## config.mk

```make
export PLATFORM = sky130hd
export DESIGN_NAME = decode_stage
export DESIGN_NICKNAME = d
export VERILOG_FILES = /design/src/common/mips_isa_pkg.sv /design/src/common/pipe_ctrl_pkg.sv /design/src/decode/ctrl_decoder.sv /design/src/decode_stage.sv /design/src/hazard/stall_unit.sv /design/src/hazard/tnew_tracker.sv
export VERILOG_INCLUDE_DIRS = /design/src /design/src/common
export SDC_FILE = /design/constraint.sdc
export NUM_CORES = 1
export LEC_CHECK = 0
export ABC_CLOCK_PERIOD_IN_PS = 1800
export BUFFER_PORTS_ARGS = -buffer_cell sky130_fd_sc_hd__buf_2
export CAP_MARGIN = 25
export CELL_PAD_IN_SITES_DETAIL_PLACEMENT = 0
export CELL_PAD_IN_SITES_GLOBAL_PLACEMENT = 1
export CORE_ASPECT_RATIO = 0.8
export CORE_UTILIZATION = 34
export CTS_BUF_LIST = sky130_fd_sc_hd__clkbuf_8
export DETAILED_ROUTE_END_ITERATION = 8
export PLACE_DENSITY_LB_ADDON = 0.08
export SLEW_MARGIN = 10
export SYNTH_ARGS = -nofsm -noshare
export SYNTH_HDL_FRONTEND = slang
export SYNTH_SLANG_ARGS = --single-unit
```

## constraint.sdc

```tcl
create_clock -name clk -period 1.8 [get_ports clk]
set_input_delay 0 -clock clk [delete_from_list [all_inputs] [get_ports clk]]
set_output_delay 0 -clock clk [all_outputs]
set_load 0.005 [all_outputs]
```

## src/common/mips_defines.svh

```systemverilog
`ifndef MIPS_DEFINES_SVH
`define MIPS_DEFINES_SVH

// opcode field
`define MIPS_OPC_HI 31
`define MIPS_OPC_LO 26

// function code of special instructions
`define MIPS_FUNCT_HI 5
`define MIPS_FUNCT_LO 0

// register fields
`define MIPS_RS_HI 25
`define MIPS_RS_LO 21
`define MIPS_RT_HI 20
`define MIPS_RT_LO 16
`define MIPS_RD_HI 15
`define MIPS_RD_LO 11

// register address width
`define MIPS_REG_W 5

// tuse width and the value for an operand that is never read
`define MIPS_TUSE_W 5
`define MIPS_TUSE_NONE 5'd16

// link register for jal and bltzal
`define MIPS_RA 5'd31

`endif

```

## src/common/mips_isa_pkg.sv

```systemverilog
`include "mips_defines.svh"

package mips_isa_pkg;

    // primary opcodes known to the decoder
    typedef enum logic [`MIPS_OPC_HI-`MIPS_OPC_LO:0] {
        // r-type with the real op in funct
        OPC_SPECIAL = 6'b000000,
        OPC_J       = 6'b000010,
        OPC_JAL     = 6'b000011,
        OPC_BEQ     = 6'b000100,
        OPC_ORI     = 6'b001101,
        OPC_LUI     = 6'b001111,
        OPC_LW      = 6'b100011,
        // branch if rs < 0 and link
        OPC_BLTZAL  = 6'b100111,
        OPC_SW      = 6'b101011
    } opcode_e;

    // function codes under OPC_SPECIAL
    typedef enum logic [`MIPS_FUNCT_HI-`MIPS_FUNCT_LO:0] {
        // shift by shamt reading rt only
        FN_SLL  = 6'b000000,
        FN_JR   = 6'b001000,
        FN_ADD  = 6'b100000,
        // unsigned forms behave the same here
        FN_ADDU = 6'b100001,
        FN_SUB  = 6'b100010,
        FN_SUBU = 6'b100011
    } funct_e;

endpackage

```

## src/common/pipe_ctrl_pkg.sv

```systemverilog
`include "mips_defines.svh"

package pipe_ctrl_pkg;

    // execute stage operation
    typedef enum logic [1:0] {
        ALU_ADD = 2'd0,
        ALU_SUB = 2'd1,
        ALU_OR  = 2'd2,
        ALU_SLL = 2'd3
    } alu_op_e;

    // second alu operand
    typedef enum logic {
        SRC_RT  = 1'b0,
        SRC_IMM = 1'b1
    } alu_src_e;

    // immediate extension
    typedef enum logic [1:0] {
        EXT_ZERO = 2'd0,
        EXT_SIGN = 2'd1,
        // imm16 into upper half
        EXT_HIGH = 2'd2
    } ext_op_e;

    // next pc source
    typedef enum logic [1:0] {
        NPC_SEQ    = 2'd0,
        NPC_BRANCH = 2'd1,
        NPC_REG    = 2'd2,
        NPC_JUMP   = 2'd3
    } npc_sel_e;

    // branch condition
    typedef enum logic [1:0] {
        BRC_EQ     = 2'd0,
        BRC_ALWAYS = 2'd1,
        BRC_LTZ    = 2'd2
    } brc_op_e;

    // writeback data source
    typedef enum logic [1:0] {
        WB_ALU    = 2'd0,
        WB_MEM    = 2'd1,
        WB_IMM_HI = 2'd2,
        WB_PC8    = 2'd3
    } wb_src_e;

    // operand source for a decoded register
    typedef enum logic [1:0] {
        FWD_RF = 2'd0,
        FWD_E  = 2'd1,
        FWD_M  = 2'd2,
        FWD_W  = 2'd3
    } fwd_sel_e;

    // control word handed down the pipe
    typedef struct packed {
        npc_sel_e npc_sel;
        brc_op_e  brc_op;
        ext_op_e  ext_op;
        alu_op_e  alu_op;
        // shift amount from shamt field
        logic     alu_shift;
        alu_src_e alu_src;
        logic     mem_we;
        logic     reg_we;
        wb_src_e  wb_src;
    } ctrl_word_t;

    // in-flight result tag
    typedef struct packed {
        logic                   valid;
        logic [`MIPS_REG_W-1:0] dst;
        // cycles until the result can be forwarded
        logic [1:0]             tnew;
    } hazard_tag_t;

    // source registers and the latest cycle each is needed
    typedef struct packed {
        logic [`MIPS_REG_W-1:0]  rs;
        logic [`MIPS_REG_W-1:0]  rt;
        logic [`MIPS_TUSE_W-1:0] tuse_rs;
        logic [`MIPS_TUSE_W-1:0] tuse_rt;
    } src_req_t;

endpackage

```

## src/decode/ctrl_decoder.sv

```systemverilog
`timescale 1ns/10ps
`include "mips_defines.svh"

module ctrl_decoder
    import mips_isa_pkg::*;
    import pipe_ctrl_pkg::*;
(
    input  logic [31:0] instr,
    output ctrl_word_t  ctrl,
    output src_req_t    req,
    output hazard_tag_t new_tag
);

    opcode_e                opc;
    funct_e                 fn;
    logic [`MIPS_REG_W-1:0] rs;
    logic [`MIPS_REG_W-1:0] rt;
    logic [`MIPS_REG_W-1:0] rd;
    logic [`MIPS_REG_W-1:0] dst;
    logic [1:0]             tnew;

    // field split
    assign opc = opcode_e'(instr[`MIPS_OPC_HI:`MIPS_OPC_LO]);
    assign fn  = funct_e'(instr[`MIPS_FUNCT_HI:`MIPS_FUNCT_LO]);
    assign rs  = instr[`MIPS_RS_HI:`MIPS_RS_LO];
    assign rt  = instr[`MIPS_RT_HI:`MIPS_RT_LO];
    assign rd  = instr[`MIPS_RD_HI:`MIPS_RD_LO];

    always_comb begin
        // defaults give a no-op
        ctrl.npc_sel   = NPC_SEQ;
        ctrl.brc_op    = BRC_EQ;
        ctrl.ext_op    = EXT_ZERO;
        ctrl.alu_op    = ALU_ADD;
        ctrl.alu_shift = 1'b0;
        ctrl.alu_src   = SRC_RT;
        ctrl.mem_we    = 1'b0;
        ctrl.reg_we    = 1'b0;
        ctrl.wb_src    = WB_ALU;
        dst            = '0;
        tnew           = 2'd0;
        req.rs         = rs;
        req.rt         = rt;
        req.tuse_rs    = `MIPS_TUSE_NONE;
        req.tuse_rt    = `MIPS_TUSE_NONE;

        case (opc)
            OPC_SPECIAL: begin
                case (fn)
                    FN_ADD, FN_ADDU, FN_SUB, FN_SUBU: begin
                        ctrl.alu_op = (fn == FN_SUB || fn == FN_SUBU) ? ALU_SUB : ALU_ADD;
                        ctrl.reg_we = 1'b1;
                        dst         = rd;
                        // alu result after E
                        tnew        = 2'd1;
                        req.tuse_rs = 5'd1;
                        req.tuse_rt = 5'd1;
                    end
                    FN_SLL: begin
                        ctrl.alu_op    = ALU_SLL;
                        ctrl.alu_shift = 1'b1;
                        ctrl.reg_we    = 1'b1;
                        dst            = rd;
                        tnew           = 2'd1;
                        // rs field unused by shifts
                        req.tuse_rt    = 5'd1;
                    end
                    FN_JR: begin
                        ctrl.npc_sel = NPC_REG;
                        ctrl.brc_op  = BRC_ALWAYS;
                        // target needed in decode
                        req.tuse_rs  = 5'd0;
                    end
                    default: ;
                endcase
            end
            OPC_ORI: begin
                ctrl.alu_op  = ALU_OR;
                ctrl.alu_src = SRC_IMM;
                ctrl.reg_we  = 1'b1;
                dst          = rt;
                tnew         = 2'd1;
                req.tuse_rs  = 5'd1;
            end
            OPC_LUI: begin
                ctrl.ext_op = EXT_HIGH;
                ctrl.reg_we = 1'b1;
                ctrl.wb_src = WB_IMM_HI;
                dst         = rt;
                // value known at decode
                tnew        = 2'd0;
            end
            OPC_LW: begin
                ctrl.ext_op  = EXT_SIGN;
                ctrl.alu_src = SRC_IMM;
                ctrl.reg_we  = 1'b1;
                ctrl.wb_src  = WB_MEM;
                dst          = rt;
                // data only after M
                tnew         = 2'd2;
                req.tuse_rs  = 5'd1;
            end
            OPC_SW: begin
                ctrl.ext_op  = EXT_SIGN;
                ctrl.alu_src = SRC_IMM;
                ctrl.mem_we  = 1'b1;
                req.tuse_rs  = 5'd1;
                // store data read late in M
                req.tuse_rt  = 5'd2;
            end
            OPC_BEQ: begin
                ctrl.npc_sel = NPC_BRANCH;
                ctrl.ext_op  = EXT_SIGN;
                req.tuse_rs  = 5'd0;
                req.tuse_rt  = 5'd0;
            end
            OPC_J: begin
                ctrl.npc_sel = NPC_JUMP;
                ctrl.brc_op  = BRC_ALWAYS;
            end
            OPC_JAL: begin
                ctrl.npc_sel = NPC_JUMP;
                ctrl.brc_op  = BRC_ALWAYS;
                ctrl.reg_we  = 1'b1;
                ctrl.wb_src  = WB_PC8;
                dst          = `MIPS_RA;
            end
            OPC_BLTZAL: begin
                ctrl.npc_sel = NPC_BRANCH;
                ctrl.brc_op  = BRC_LTZ;
                ctrl.ext_op  = EXT_SIGN;
                ctrl.reg_we  = 1'b1;
                ctrl.wb_src  = WB_PC8;
                dst          = `MIPS_RA;
                // sign of rs checked in decode
                req.tuse_rs  = 5'd0;
            end
            default: ;
        endcase

        // writes to $zero never produce a tag
        new_tag.valid = ctrl.reg_we && (dst != '0);
        new_tag.dst   = dst;
        new_tag.tnew  = tnew;
    end

endmodule

```

## src/decode_stage.sv

```systemverilog
`timescale 1ns/10ps
`include "mips_defines.svh"

module decode_stage
    import pipe_ctrl_pkg::*;
(
    input  logic                   clk,
    input  logic                   reset,
    input  logic                   instr_valid,
    input  logic [31:0]            instr,
    output ctrl_word_t             ctrl,
    output logic                   issue,
    output logic                   stall,
    output fwd_sel_e               fwd_rs,
    output fwd_sel_e               fwd_rt,
    output logic [`MIPS_REG_W-1:0] dst,
    output logic [1:0]             tnew
);

    src_req_t    req;
    hazard_tag_t new_tag;
    hazard_tag_t slot_e;
    hazard_tag_t slot_m;
    hazard_tag_t slot_w;

    // pure decode of the presented word
    ctrl_decoder i_ctrl_decoder (
        .instr   (instr),
        .ctrl    (ctrl),
        .req     (req),
        .new_tag (new_tag)
    );

    // hazard check against results in flight
    stall_unit i_stall_unit (
        .instr_valid (instr_valid),
        .req         (req),
        .slot_e      (slot_e),
        .slot_m      (slot_m),
        .slot_w      (slot_w),
        .stall       (stall),
        .fwd_rs      (fwd_rs),
        .fwd_rt      (fwd_rt)
    );

    // accepted when presented and not interlocked
    assign issue = instr_valid && !stall;

    tnew_tracker i_tnew_tracker (
        .clk     (clk),
        .reset   (reset),
        .issue   (issue),
        .new_tag (new_tag),
        .slot_e  (slot_e),
        .slot_m  (slot_m),
        .slot_w  (slot_w)
    );

    // tag that travels with ctrl into E
    // dst 0 marks no register write
    assign dst  = new_tag.valid ? new_tag.dst : '0;
    assign tnew = new_tag.tnew;

endmodule

```

## src/hazard/stall_unit.sv

```systemverilog
`timescale 1ns/10ps
`include "mips_defines.svh"

module stall_unit
    import pipe_ctrl_pkg::*;
(
    input  logic        instr_valid,
    input  src_req_t    req,
    input  hazard_tag_t slot_e,
    input  hazard_tag_t slot_m,
    input  hazard_tag_t slot_w,
    output logic        stall,
    output fwd_sel_e    fwd_rs,
    output fwd_sel_e    fwd_rt
);

    logic stall_rs;
    logic stall_rt;

    // register matches a live result
    function automatic logic hit(input logic [`MIPS_REG_W-1:0] r, input hazard_tag_t s);
        return s.valid && (r != '0) && (s.dst == r);
    endfunction

    // result from this slot arrives too late
    function automatic logic late(
        input logic [`MIPS_REG_W-1:0]  r,
        input logic [`MIPS_TUSE_W-1:0] tuse,
        input hazard_tag_t             s
    );
        logic [`MIPS_TUSE_W-1:0] tnew_ext;
        tnew_ext = {3'b000, s.tnew};
        return hit(r, s) && (tuse != `MIPS_TUSE_NONE) && (tnew_ext > tuse);
    endfunction

    // youngest matching stage wins
    function automatic fwd_sel_e pick(
        input logic [`MIPS_REG_W-1:0] r,
        input hazard_tag_t            e,
        input hazard_tag_t            m,
        input hazard_tag_t            w
    );
        if (hit(r, e)) begin
            return FWD_E;
        end else if (hit(r, m)) begin
            return FWD_M;
        end else if (hit(r, w)) begin
            return FWD_W;
        end
        return FWD_RF;
    endfunction

    // any in-flight writer can block a source
    assign stall_rs = late(req.rs, req.tuse_rs, slot_e) ||
                      late(req.rs, req.tuse_rs, slot_m) ||
                      late(req.rs, req.tuse_rs, slot_w);
    assign stall_rt = late(req.rt, req.tuse_rt, slot_e) ||
                      late(req.rt, req.tuse_rt, slot_m) ||
                      late(req.rt, req.tuse_rt, slot_w);

    assign stall = instr_valid && (stall_rs || stall_rt);

    assign fwd_rs = pick(req.rs, slot_e, slot_m, slot_w);
    assign fwd_rt = pick(req.rt, slot_e, slot_m, slot_w);

endmodule

```

## src/hazard/tnew_tracker.sv

```systemverilog
`timescale 1ns/10ps
`include "mips_defines.svh"

module tnew_tracker
    import pipe_ctrl_pkg::*;
(
    input  logic        clk,
    input  logic        reset,
    input  logic        issue,
    input  hazard_tag_t new_tag,
    output hazard_tag_t slot_e,
    output hazard_tag_t slot_m,
    output hazard_tag_t slot_w
);

    // age by one stage
    // tnew saturates at 0
    function automatic hazard_tag_t age(input hazard_tag_t t);
        hazard_tag_t aged;
        aged = t;
        if (t.tnew != 2'd0) begin
            aged.tnew = t.tnew - 2'd1;
        end
        return aged;
    endfunction

    always_ff @(posedge clk) begin
        if (reset) begin
            slot_e <= '0;
            slot_m <= '0;
            slot_w <= '0;
        end else begin
            // shift toward W
            slot_w <= age(slot_m);
            slot_m <= age(slot_e);
            // bubble when nothing issues
            slot_e <= issue ? new_tag : '0;
        end
    end

    // decoder only hands out tnew 0..2
    a_tnew_range: assert property (
        @(posedge clk) disable iff (reset)
        (issue && new_tag.valid) |-> (new_tag.tnew <= 2'd2)
    );

    // a tag for $zero must never reach the pipe
    a_no_zero_dst: assert property (
        @(posedge clk) disable iff (reset)
        (issue && new_tag.valid) |-> (new_tag.dst != '0)
    );

endmodule

```

Word-level counts from Yosys, hierarchy flattened
Cells that the tools add are included.
{"block": "totals", "ff_bits": 24, "latchBits": 0, "ram_bits": 0, "mem_bits_ro": 0, "out_inout_bits": 27, "memories": 0}
{"block": "op_classes", "add_sub_neg": 2, "n_mul": 0, "div": 0, "order_cmp": 6, "eq_ne": 21, "shifts": 0, "muxes": 39, "n_bitwise": 1, "reduce_logical": 51}
{"op": "$pmux 5 s3", "n": 3}
{"op": "$eq 6x6->1 const B", "n": 7}
{"op": "$eq 5x5->1", "n": 6}
{"op": "$gt 2x5->1", "n": 6}
{"op": "$logic_and 1x1->1", "n": 27}
{"op": "$pmux 2 s3", "n": 4}
{"op": "$mux 2", "n": 10}
{"op": "$eq 6x4->1 const B", "n": 3}
{"op": "$mux 5", "n": 3}
{"op": "$reduce_bool 5->1", "n": 3}
{"op": "$mux 1", "n": 13}
{"op": "$eq 6x2->1 const B", "n": 2}
{"op": "$logic_not 6->1", "n": 2}
{"op": "$pmux 2 s2", "n": 3}
{"op": "$ne 5x5->1 const B", "n": 2}
{"op": "$pmux 5 s2", "n": 1}
{"op": "$reduce_or 5->1", "n": 2}
{"op": "$reduce_or 2->1", "n": 4}
{"op": "$reduce_or 4->1", "n": 2}
{"op": "$eq 6x3->1 const B", "n": 1}
{"op": "$logic_or 1x1->1", "n": 6}
{"op": "$reduce_or 3->1", "n": 2}
{"op": "$mux 4", "n": 1}
{"op": "$reduce_bool 2->1", "n": 2}
{"op": "other kinds (4)", "n": 5}

Logic depth before layout (Yosys ltp)
Gate-level depths: netlist of run 1.
{"block": "logic_depth", "word_depth": 15, "depth_mapped": 11, "ltp_nobuf": 9}

By module
Synthesis of run 1 repeated with hierarchy kept, for this count alone.
{"block": "unflattened", "cells_unflattened": 244, "area_unflattened_um2": 2039.5}
{"module": "stall_unit", "instances": 1, "cells_each": 102, "area_each_um2": 748.2, "seq_area_each_um2": 0.0}
{"module": "tnew_tracker", "instances": 1, "cells_each": 50, "area_each_um2": 688.2, "seq_area_each_um2": 480.5}
{"module": "ctrl_decoder", "instances": 1, "cells_each": 86, "area_each_um2": 565.5, "seq_area_each_um2": 0.0}
{"module": "decode_stage", "instances": 1, "cells_each": 6, "area_each_um2": 37.5, "seq_area_each_um2": 0.0}

Worst setup path before layout of run 1
Ideal clock, no wire load.
{"block": "synth_timing", "path_kind": "input to register", "start": "input port instr[31]", "end": "register, netlist name i_tnew_tracker.slot_e[0]", "setup_ps": 73, "arrival_time_ps": 1823, "required_time_ps": 1727, "slack_ps": -96, "stages": 10, "cell_sequence": "clkbuf_1 nand4b_1 nand2b_1 ha_1 nor2b_1 o21ai_0 nor4_1 o32a_1 buf_6 nor3_2"}
{"block": "synth_via", "elab_chain_len": 14, "elab_cells_between_ends": 41, "classes_between": "order compare (6); eq/ne (7); mux (3); bitwise (1); reduce/logical (24)"}
{"item": "from (decl)", "line": "decode_stage.sv:10", "source": "input logic [31:0] instr,"}
{"item": "branches (longest 14 deep; another with $gt 2x5->1)"}
Parallel ways; which one is timed is not known.
A chain may end at the register's enable or synchronous reset.

Worst setup path in the final report of run 1
{"block": "layout_timing", "start": "register, netlist name i_tnew_tracker.slot_m[1]", "end": "output port issue"}
{"block": "layout_via", "elab_chain_len": 8, "elab_cells_between_ends": 12, "classes_between": "order compare (2); reduce/logical (10)"}
{"item": "$gt 2x5->1", "line": "stall_unit.sv:33", "source": "return hit(r, s) && (tuse != `MIPS_TUSE_NONE) && (tnew_ext > tuse);"}
{"item": "$logic_and 1x1->1", "line": "stall_unit.sv:33"}
{"item": "$logic_or 1x1->1, on equally long branches", "line": "stall_unit.sv:54, stall_unit.sv:57"}
{"item": "$logic_or 1x1->1, on equally long branches", "line": "stall_unit.sv:55, stall_unit.sv:58"}
{"item": "$logic_or 1x1->1 (*)", "line": "stall_unit.sv:61", "source": "assign stall = instr_valid && (stall_rs || stall_rt);"}
{"item": "$logic_and 1x1->1 (*)", "line": "stall_unit.sv:61"}
{"item": "$logic_not 1->1 (*)", "line": "decode_stage.sv:47", "source": "assign issue = instr_valid && !stall;"}
{"item": "$logic_and 1x1->1 (*)", "line": "decode_stage.sv:47"}
{"item": "to (decl)", "line": "decode_stage.sv:12", "source": "output logic issue,"}
Every way passes the cells marked *; elsewhere a longest branch is shown, timed or not.

==> results of run 1 <==
layout make-up:
cell class                      instances  share of cell area
Clock buffer                            3             0.01341
Clock inverter                          1            0.009752
Inverter                               11             0.01422
Multi-Input combinational cell        190              0.5108
Sequential cell                        24              0.1597
Tap cell                               78             0.03169
Timing Repair Buffer                  118              0.2605
metrics by stage:
step	utilization	setup TNS [ns]	cells	total power, mW	hold WS, ns
3_3_place_gp	0.4763	-2.443	403	0.8123	0.2915
2_1_floorplan	-	0	241	0.6750	0.07161
3_5_place_dp	0.4763	-2.240	403	0.8114	0.2918
5_1_grt	0.5603	-0.9626	425	1.398	0.1291
4_1_cts	0.5360	-1.192	423	1.324	0.1022
6_report	0.5603	-0.2766	425	1.340	0.1086
placed cells by master, fill, tap and decap left out, types with 4 or more instances in the layout:
cell type and instances:
o211ai_1 8, buf_6 7, nor2b_1 16, nor3b_1 5, ha_4 4, o21ai_1 4, nor2_1 12, nand4_1 9
dfxtp_1 15, ha_1 5, nor3_1 5, dfxtp_2 9, buf_2 52, nand2_1 19, buf_4 57, nor3_2 11
xnor2_1 28, o311ai_1 4, a21oi_1 4, inv_1 8
synthesized netlist by cell type (2+ instances only):
master,n,area (µm²)
buf_2,2,10.01
dfxtp_1,24,480.5
o211ai_2,3,37.54
nand4_1,9,56.30
clkbuf_1,10,37.54
buf_4,2,15.01
nor4_1,4,25.02
a21oi_1,5,25.02
nand3b_1,3,22.52
nor2b_1,18,112.6
ha_1,9,112.6
o211ai_1,8,60.06
nor2_1,17,63.81
nand2b_1,3,18.77
o22a_1,2,17.52
inv_1,11,41.29
o22ai_1,2,12.51
nor3_1,8,40.04
nand3_1,3,15.01
nand2_1,19,71.32
or4_4,2,22.52
nor3b_1,5,37.54
o311ai_1,4,35.03
o21ai_0,3,15.01
nor3_2,9,90.09
o32a_1,2,20.02
xnor2_1,31,271.5
o21ai_1,4,20.02
report_power, final:
group | internal, mW | total [mW] | switching (mW)
Combinational | 0.164 | 0.321 | 0.156
Clock | 0.298 | 0.482 | 0.185
Sequential | 0.534 | 0.537 | 0.00342
Total | 0.996 | 1.34 | 0.344
sequential cells by signal, indices dropped and copies added, names as in the netlist:
| signal | cells |
|---|---|
| i_tnew_tracker.slot_w | 8 |
| i_tnew_tracker.slot_e | 8 |
| i_tnew_tracker.slot_m | 8 |
worst max-delay path, stage by stage (launching register included):
cell and delay (ns):
dfxtp_2 0.35, ha_4 0.24, nor2b_4 0.12, o21ai_2 0.11
nor4_2 0.06, o32a_2 0.46, nor3b_2 0.18, buf_2 0.13
cell families (layout without fill, tap and decap cells):
logic type | Yosys count | after routing | synth area share
XOR/XNOR | 31 | 31 | 0.1395
AND/OR/NAND/NOR | 107 | 107 | 0.3273
AO/OA/AOI/OAI | 43 | 43 | 0.1672
flip-flops | 24 | 24 | 0.2469
buffers and inverters | 27 | 133 | 0.06109
adder cells (fa/ha/maj) | 9 | 9 | 0.05788
timing repair:
| action | CTS | global route |
|---|---|---|
| setup buffers | 16 | 7 |
| gates resized for setup | 31 | 35 |
| pin swaps | 19 | 26 |
| cloned | 0 | 0 |
| endpoints found under the setup margin | 2 | 12 |
metal layers:
layer	share of wire	vias up	global-route usage
met5	0	-	0
met4	0.0075	0	0.01481
met3	0.046	6	0.04881
met2	0.44	51	0.3139
met1	0.51	1010	0.3273
li1	-	1076	-
worst paths after layout:
check / to / slack (ns)
min: i_tnew_tracker.slot_m[5]$_SDFF_PP0_ / 0.11
max: issue / -0.11
max reg2reg: i_tnew_tracker.slot_e[5]$_SDFF_PP0_ / -0.01
min reg2reg: i_tnew_tracker.slot_w[0]$_SDFF_PP0_ / 0.44
==> metrics.sh, run 1 <==
SYNTH-SEQ-AREA-SHARE=0.2469
NUMBER_OF_BUFFERS_ADDED_BY_THE_CLOCK_TREE_SYNTHESIS_STEP=3
CRIT_PATH_MAX_FANOUT=4
POSTSYNTHNETCOUNT=285
SYN2LAYOUT_AREA_GROWTH_PCT=58.26
END_KIND='output pin'
MULTI_INPUT_COMB_AREA_UM2=1573
GRT_ANTENNA_BEFORE_REPAIR=0
CLOCK-SKEW-FINAL_NS=0.003990
CLOCK_TREE.ROOT_CELL='clkbuf_8'
DIE-WIDTH_UM=86.58
ANTENNA_DIODE_COUNT=0
ROUTED_WIRELENGTH_UM=6419
CLOCK_TREE.HTREE_LEVEL_COUNT=1
FINAL_ANTENNA_NET_COUNT=0
FP.DIEAREA_UM2=6031
CRIT_ARRIVAL_NS=1.91
POST-ROUTE-PERIOD-UTIL=1.061
CTS.REPORTEDPATHS.CLKPINSLEW_NS=0.09
HOLD_BUFFER_COUNT_AT_CTS=0
POSTSYNTHREGISTERBITS=24
SYNTHFLOPTYPE='dfxtp_1'
YOSYS.CELL_TYPES.COUNT=47
SORT_OF_ELEMENT_AT_THE_START_OF_THE_CRITICAL_PATH='register'
DETAILEDROUTE.FIRSTPASSITERATIONCOUNT=4
HP-START='reset'
CRITICAL_PATH_CLASS='reg -> out'
PERIOD_MINUS_SLACK_NS=1.910
DETAIL_ROUTE.WL_PER_CELL_UM=15.10
NUM_VIAS=2143
PLACEMENT.CELL_AREA_UM2=2618
VIOLATIONS='setup timing'
MAXSLEWVIOLCOUNT=0
LAYOUT.AREA.SEQ_UM2=491.7
HOLD_PATH_CLASS='in -> reg'
DRT-VIAS-PER-INSTANCE=5.042
PORT_BUFFERS=56
WORST_SLEW_MARGIN_RELATIVE_TO_ITS_LIMIT=0.6678
FLOORPLAN.INITIALDENSITY=0.3541
SYNTH_AREA_PER_CELL_UM2=8.073
ROW_COUNT=24
FILLCELLCOUNT=528
SYNTH-WARNING-COUNT=0
YS_ASYNC_SR_FRACTION=0
HALF_PERIMETER_WIRE_LENGTH_AFTER_PLACEMENT_UM=4721
WORST-ENDPOINT-REQUIRED_NS=1.80
CORE-AREA_UM2=5495
RESULT_OF_THE_RUN='finished with violations'
RR_WORST_DEPTH=9
LAYOUT_SETUP_WS_NS=-0.1103
POST-ROUTE-CELL-AREA_UM2=3079
FINAL_NET_COUNT=392
FINALSETUPVIOLATIONS=6
GRT_PASS1_WL_UM=10120
FINAL_HOLD_FAILS=0
SYNTH-EDFF-COUNT=0
SYNTH.CELL_AREA_UM2=1946
WORST_IR_DROP_VDD_uV=255.2
GLOBALROUTE.TOTALOVERFLOW=0
CTSLONGESTPATHBUFFERS=2
CLKLATENCYLATEPIN_NS=0.27
WORST_R2R_START='i_tnew_tracker.slot_m[0]$_SDFF_PP0_'
DRT_ITER0_MARKERS=146
ROUTABILITYCONGESTION=0.8678
TIMING.FMAX_MHz=523.5
SETUP_SLACK_PLACEMENT_NS=-0.2662
TRITONCTS='done'
SETUP_REPAIR_AFTER_GLOBAL_ROUTING_MISSED_ITS_MARGIN='true'
MIN_DELAY_PATH_DEPTH=2
CTS.SINK_COUNT=24
NUMBER_OF_CELLS_PRODUCED_BY_SYNTHESIS=241
POST_ROUTE_CELLS_DRIVE_ABOVE_1_SHARE=0.5159
DIE_HEIGHT_UM=69.66
FIRST_GLOBAL_VIAS=2093
CAP_VIOL_MAX_COUNT=0
NUM_IO_PINS=62
DRT_DRC_VIOLATIONS_LEFT=0
PWR_DENSITY_CELL_nW_PER_UM2=435.1
GLOBAL_ROUTE.USAGE.TOTAL=0.2137
WORSTSETUPSTARTPOINT='i_tnew_tracker.slot_m[1]$_SDFF_PP0_'
SLEW_WORST_PIN_NS=0.4973
GRT_START_MAX_NET_PINS=18
TOTAL_LEAKAGE_POWER_nW=1.316
No activity file was read; power rests on OpenSTA's default activity.
==> run 2: changes to the inputs <==
--- a/config.mk
+++ b/config.mk
@@ -6,7 +6,7 @@
 export SDC_FILE = /design/constraint.sdc
 export NUM_CORES = 1
 export LEC_CHECK = 0
-export ABC_CLOCK_PERIOD_IN_PS = 1800
+export ABC_CLOCK_PERIOD_IN_PS = 1600
 export BUFFER_PORTS_ARGS = -buffer_cell sky130_fd_sc_hd__buf_2
 export CAP_MARGIN = 25
 export CELL_PAD_IN_SITES_DETAIL_PLACEMENT = 0
@@ -14,6 +14,7 @@
 export CORE_ASPECT_RATIO = 0.8
 export CORE_UTILIZATION = 34
 export CTS_BUF_LIST = sky130_fd_sc_hd__clkbuf_8
+export CTS_CLUSTER_SIZE = 40
 export DETAILED_ROUTE_END_ITERATION = 8
 export PLACE_DENSITY_LB_ADDON = 0.08
 export SLEW_MARGIN = 10
==> constraint.sdc (replaced) <==
create_clock -name clk -period 1.6 [get_ports clk]
set_input_delay 0 -clock clk [delete_from_list [all_inputs] [get_ports clk]]
set_output_delay 0 -clock clk [all_outputs]
set_load 0.005 [all_outputs]
==> metrics.sh, run 2 (synthesis gave the netlist of run 1 again) <==
DETAILEDROUTE.FIRSTPASSITERATIONCOUNT=4  # unchanged
FINAL_CELL_MIX='72 x buf_4, 51 x buf_2, 21 x xnor2_1'  # was 57 x buf_4, 52 x buf_2, 28 x xnor2_1
TOTAL_LEAKAGE_POWER_nW=1.442  # was 1.316 nW
COMBPWRFRAC=0.255  # was 0.239
CRIT_PATH_CELL_TRACE='ha_4 > nor2b_1 > o21ai_1 > nor4_1 > o32a_1 > buf_12 > o21a_1 > buf_2'  # was ha_4 > nor2b_4 > o21ai_2 > nor4_2 > o32a_2 > nor3b_2 > buf_2
SEQUENTIALPOWERSHARE=0.392  # was 0.401
DRT-VIAS-PER-INSTANCE=4.913  # was 5.042
NUM_VIAS=2211  # was 2143
FINAL_HOLD_FAILS=0  # unchanged
WORST_SLEW_MARGIN_RELATIVE_TO_ITS_LIMIT=0.6627  # was 0.6678
FLOORPLAN.INITIALDENSITY=0.3541  # unchanged
ROW_COUNT=24  # unchanged
PORT_BUFFERS=56  # unchanged
CORE-AREA_UM2=5495  # unchanged
DIE_HEIGHT_UM=69.66  # unchanged
CLKLATENCYLATEPIN_NS=0.27  # about the same
NUM_IO_PINS=62  # unchanged
TIMING.FMAX_MHz=501.9
POST_ROUTE_CELLS_DRIVE_ABOVE_1_SHARE=0.5806  # was 0.5159
END_KIND='output pin'  # unchanged
RESULT_OF_THE_RUN='finished with violations'  # unchanged
SHARE_CLK_OF_TOTAL_POWER=0.353  # was 0.360
GRT_START_MAX_NET_PINS=17  # was 18
SETUP_REPAIR_AFTER_GLOBAL_ROUTING_MISSED_ITS_MARGIN='true'  # unchanged
SLEW_WORST_PIN_NS=0.5049  # was 0.4973 ns
GRT_ANTENNA_BEFORE_REPAIR=0  # unchanged
PERIOD_MINUS_SLACK_NS=1.992
REG2REG_SETUP_SLACK_NS=-0.32  # was -0.01 ns
CLOCK_TREE.ROOT_CELL='clkbuf_8'  # unchanged
CRIT_PATH_MAX_FANOUT=5  # was 4
ROUTED_WIRELENGTH_UM=6605  # was 6419 µm
HOLD_BUFFER_COUNT_AT_CTS=0  # unchanged
MIN_DELAY_PATH_DEPTH=4  # was 2
INTERNAL_POWER_mW=1.141  # was 0.9957 mW
SETUP_SLACK_PLACEMENT_NS=-0.4126  # was -0.2662 ns
HOLD_PATH_CLASS='in -> reg'  # unchanged
GLOBALROUTE.TOTALOVERFLOW=0  # unchanged
SYN2LAYOUT_AREA_GROWTH_PCT=75.18  # was 58.26%
REG.LARGEST.LIST='i_tnew_tracker.slot_e (8), i_tnew_tracker.slot_m (8), i_tnew_tracker.slot_w (8)'  # unchanged
CLOCK_TREE.HTREE_LEVEL_COUNT=1  # unchanged
GLOBAL_ROUTE.USAGE.TOTAL=0.2214  # was 0.2137
POST-ROUTE-PERIOD-UTIL=1.245
FIRST_GLOBAL_VIAS=2144  # was 2093
MAXSLEWVIOLCOUNT=0  # unchanged
HP-START='reset'  # unchanged
NUMBER_OF_BUFFERS_ADDED_BY_THE_CLOCK_TREE_SYNTHESIS_STEP=3  # unchanged
CTS.SINK_COUNT=24  # unchanged
SORT_OF_ELEMENT_AT_THE_START_OF_THE_CRITICAL_PATH='register'  # unchanged
POWER_SWITCHING_SHARE=0.2595  # was 0.2569
FINAL_NET_COUNT=417  # was 392
WORST_IR_DROP_VDD_uV=282.4  # was 255.2 µV
GRT_PASS1_WL_UM=10520  # was 10120 µm
FINALSETUPVIOLATIONS=11  # was 6
CRITICAL-PATH-SLOWEST-CELL='o32a_1'  # was o32a_2
PWR_DENSITY_CELL_nW_PER_UM2=451.9  # was 435.1 nW/µm²
CRITICAL_PATH.REG2REG.ENDPOINT='i_tnew_tracker.slot_e[1]$_SDFF_PP0_'  # was i_tnew_tracker.slot_e[5]$_SDFF_PP0_
TOTAL_SWITCHING_POWER_mW=0.3997  # was 0.3442 mW
RR_WORST_DEPTH=9  # unchanged
CTS.REPORTEDPATHS.CLKPINSLEW_NS=0.09  # about the same
DRT_DRC_VIOLATIONS_LEFT=0  # unchanged
POST-ROUTE-CELL-AREA_UM2=3408  # was 3079 µm²
LAYOUT.CORE_UTILIZATION=0.6202  # was 0.5603
CTSLONGESTPATHBUFFERS=2  # unchanged
CAP_VIOL_MAX_COUNT=0  # unchanged
ROUTABILITYCONGESTION=0.8328  # was 0.8678
DRT_ITER0_MARKERS=100  # was 146
WORST_HOLD_PATH.ENDPOINT='i_tnew_tracker.slot_e[4]$_SDFF_PP0_'  # was i_tnew_tracker.slot_m[5]$_SDFF_PP0_
HALF_PERIMETER_WIRE_LENGTH_AFTER_PLACEMENT_UM=5008  # was 4721 µm
CRIT_ARRIVAL_NS=1.99  # was 1.91 ns
PLACEMENT.CELL_AREA_UM2=2859  # was 2618 µm²
WORST_R2R_START='i_tnew_tracker.slot_m[1]$_SDFF_PP0_'  # was i_tnew_tracker.slot_m[0]$_SDFF_PP0_
FP.DIEAREA_UM2=6031  # unchanged
TRITONCTS='done'  # unchanged
DETAIL_ROUTE.WL_PER_CELL_UM=14.68  # was 15.10 µm
DIE-WIDTH_UM=86.58  # unchanged
ANTENNA_DIODE_COUNT=0  # unchanged
CRITICAL_PATH_CLASS='reg -> out'  # unchanged
WORST-ENDPOINT-REQUIRED_NS=1.60  # was 1.80 ns
CRITPATHMAXSTAGEDELAY_NS=0.40  # was 0.46 ns
VIOLATIONS='setup timing'  # unchanged
LAYOUT_SETUP_WS_NS=-0.3924  # was -0.1103 ns
FINAL_COMMON_CELL='buf_4'  # unchanged
CLOCK-SKEW-FINAL_NS=0.004151  # was 0.003990 ns
FINAL_ANTENNA_NET_COUNT=0  # unchanged
[run 2: cell types whose count changed in the layout (fill, tap and decap cells not counted), moves of 3 or more]
cell	delta
buf_4	+15
buf_6	+11
xnor2_1	-7
xnor2_2	+7
nor3_4	+6
nor3_2	-5
o311ai_2	+4
dfxtp_1	-3
o311ai_1	-3
[run 2: how the worst max path moves through the flow]
stage	from	endpoint
final	i_tnew_tracker.slot_m[1]$_SDFF_PP0_	stall
after global routing	i_tnew_tracker.slot_m[1]$_SDFF_PP0_	stall
after CTS	i_tnew_tracker.slot_m[1]$_SDFF_PP0_	issue
after detailed placement	instr[27]	issue
after global placement	instr[3]	issue
after floorplan	instr[30]	i_tnew_tracker.slot_e[7]$_SDFF_PP0_
[run 2: power groups by stage]
stage	clock network, mW	logic (mW)	registers, mW
2_1_floorplan	0	0.155	0.617
3_3_place_gp	0	0.327	0.618
3_5_place_dp	0	0.328	0.618
4_1_cts	0.551	0.368	0.604
5_1_grt	0.580	0.424	0.604
6_report	0.544	0.393	0.603
[run 2: per-stage QoR]
stage	setup TNS, ns	power [mW]	hold WS, ns	instances
2_1_floorplan	-1.005	0.7727	0.07161	241
3_3_place_gp	-3.667	0.9451	0.2989	428
4_1_cts	-2.615	1.524	0.1196	449
3_5_place_dp	-3.791	0.9461	0.2982	428
5_1_grt	-3.694	1.608	0.1354	450
6_report	-2.646	1.540	0.1141	450
[run 2: per-layer routing]
layer | global-route usage | routed length (µm)
met3 | 0.03452 | 323
met4 | 0.01667 | 0
met5 | 0 | 0
met2 | 0.3404 | 3021
met1 | 0.3363 | 3260
[run 2: what timing repair did]
item	4_1_cts	5_1_grt
endpoints found under the setup margin	12	19
pin swaps	17	16
gates resized for setup	50	34
setup buffers	18	9
[run 2: critical path: cells and delay by family, from the launching register on]
kind            cells  cell delay [ns]
compound gates      3             0.70
flops               1             0.35
buf+inv             2             0.27
fa+ha+maj           1             0.23
simple gates        2             0.18
[run 2: cell type report]
cell class / count / area, µm²
multi-input combinational: 190 / 1664
fill: 507 / 2087
tap: 78 / 97.59
sequential: 24 / 498.0
clock inverter: 1 / 30.03
clock buffer: 3 / 41.29
timing repair buffer: 143 / 1033
inverter: 11 / 43.79
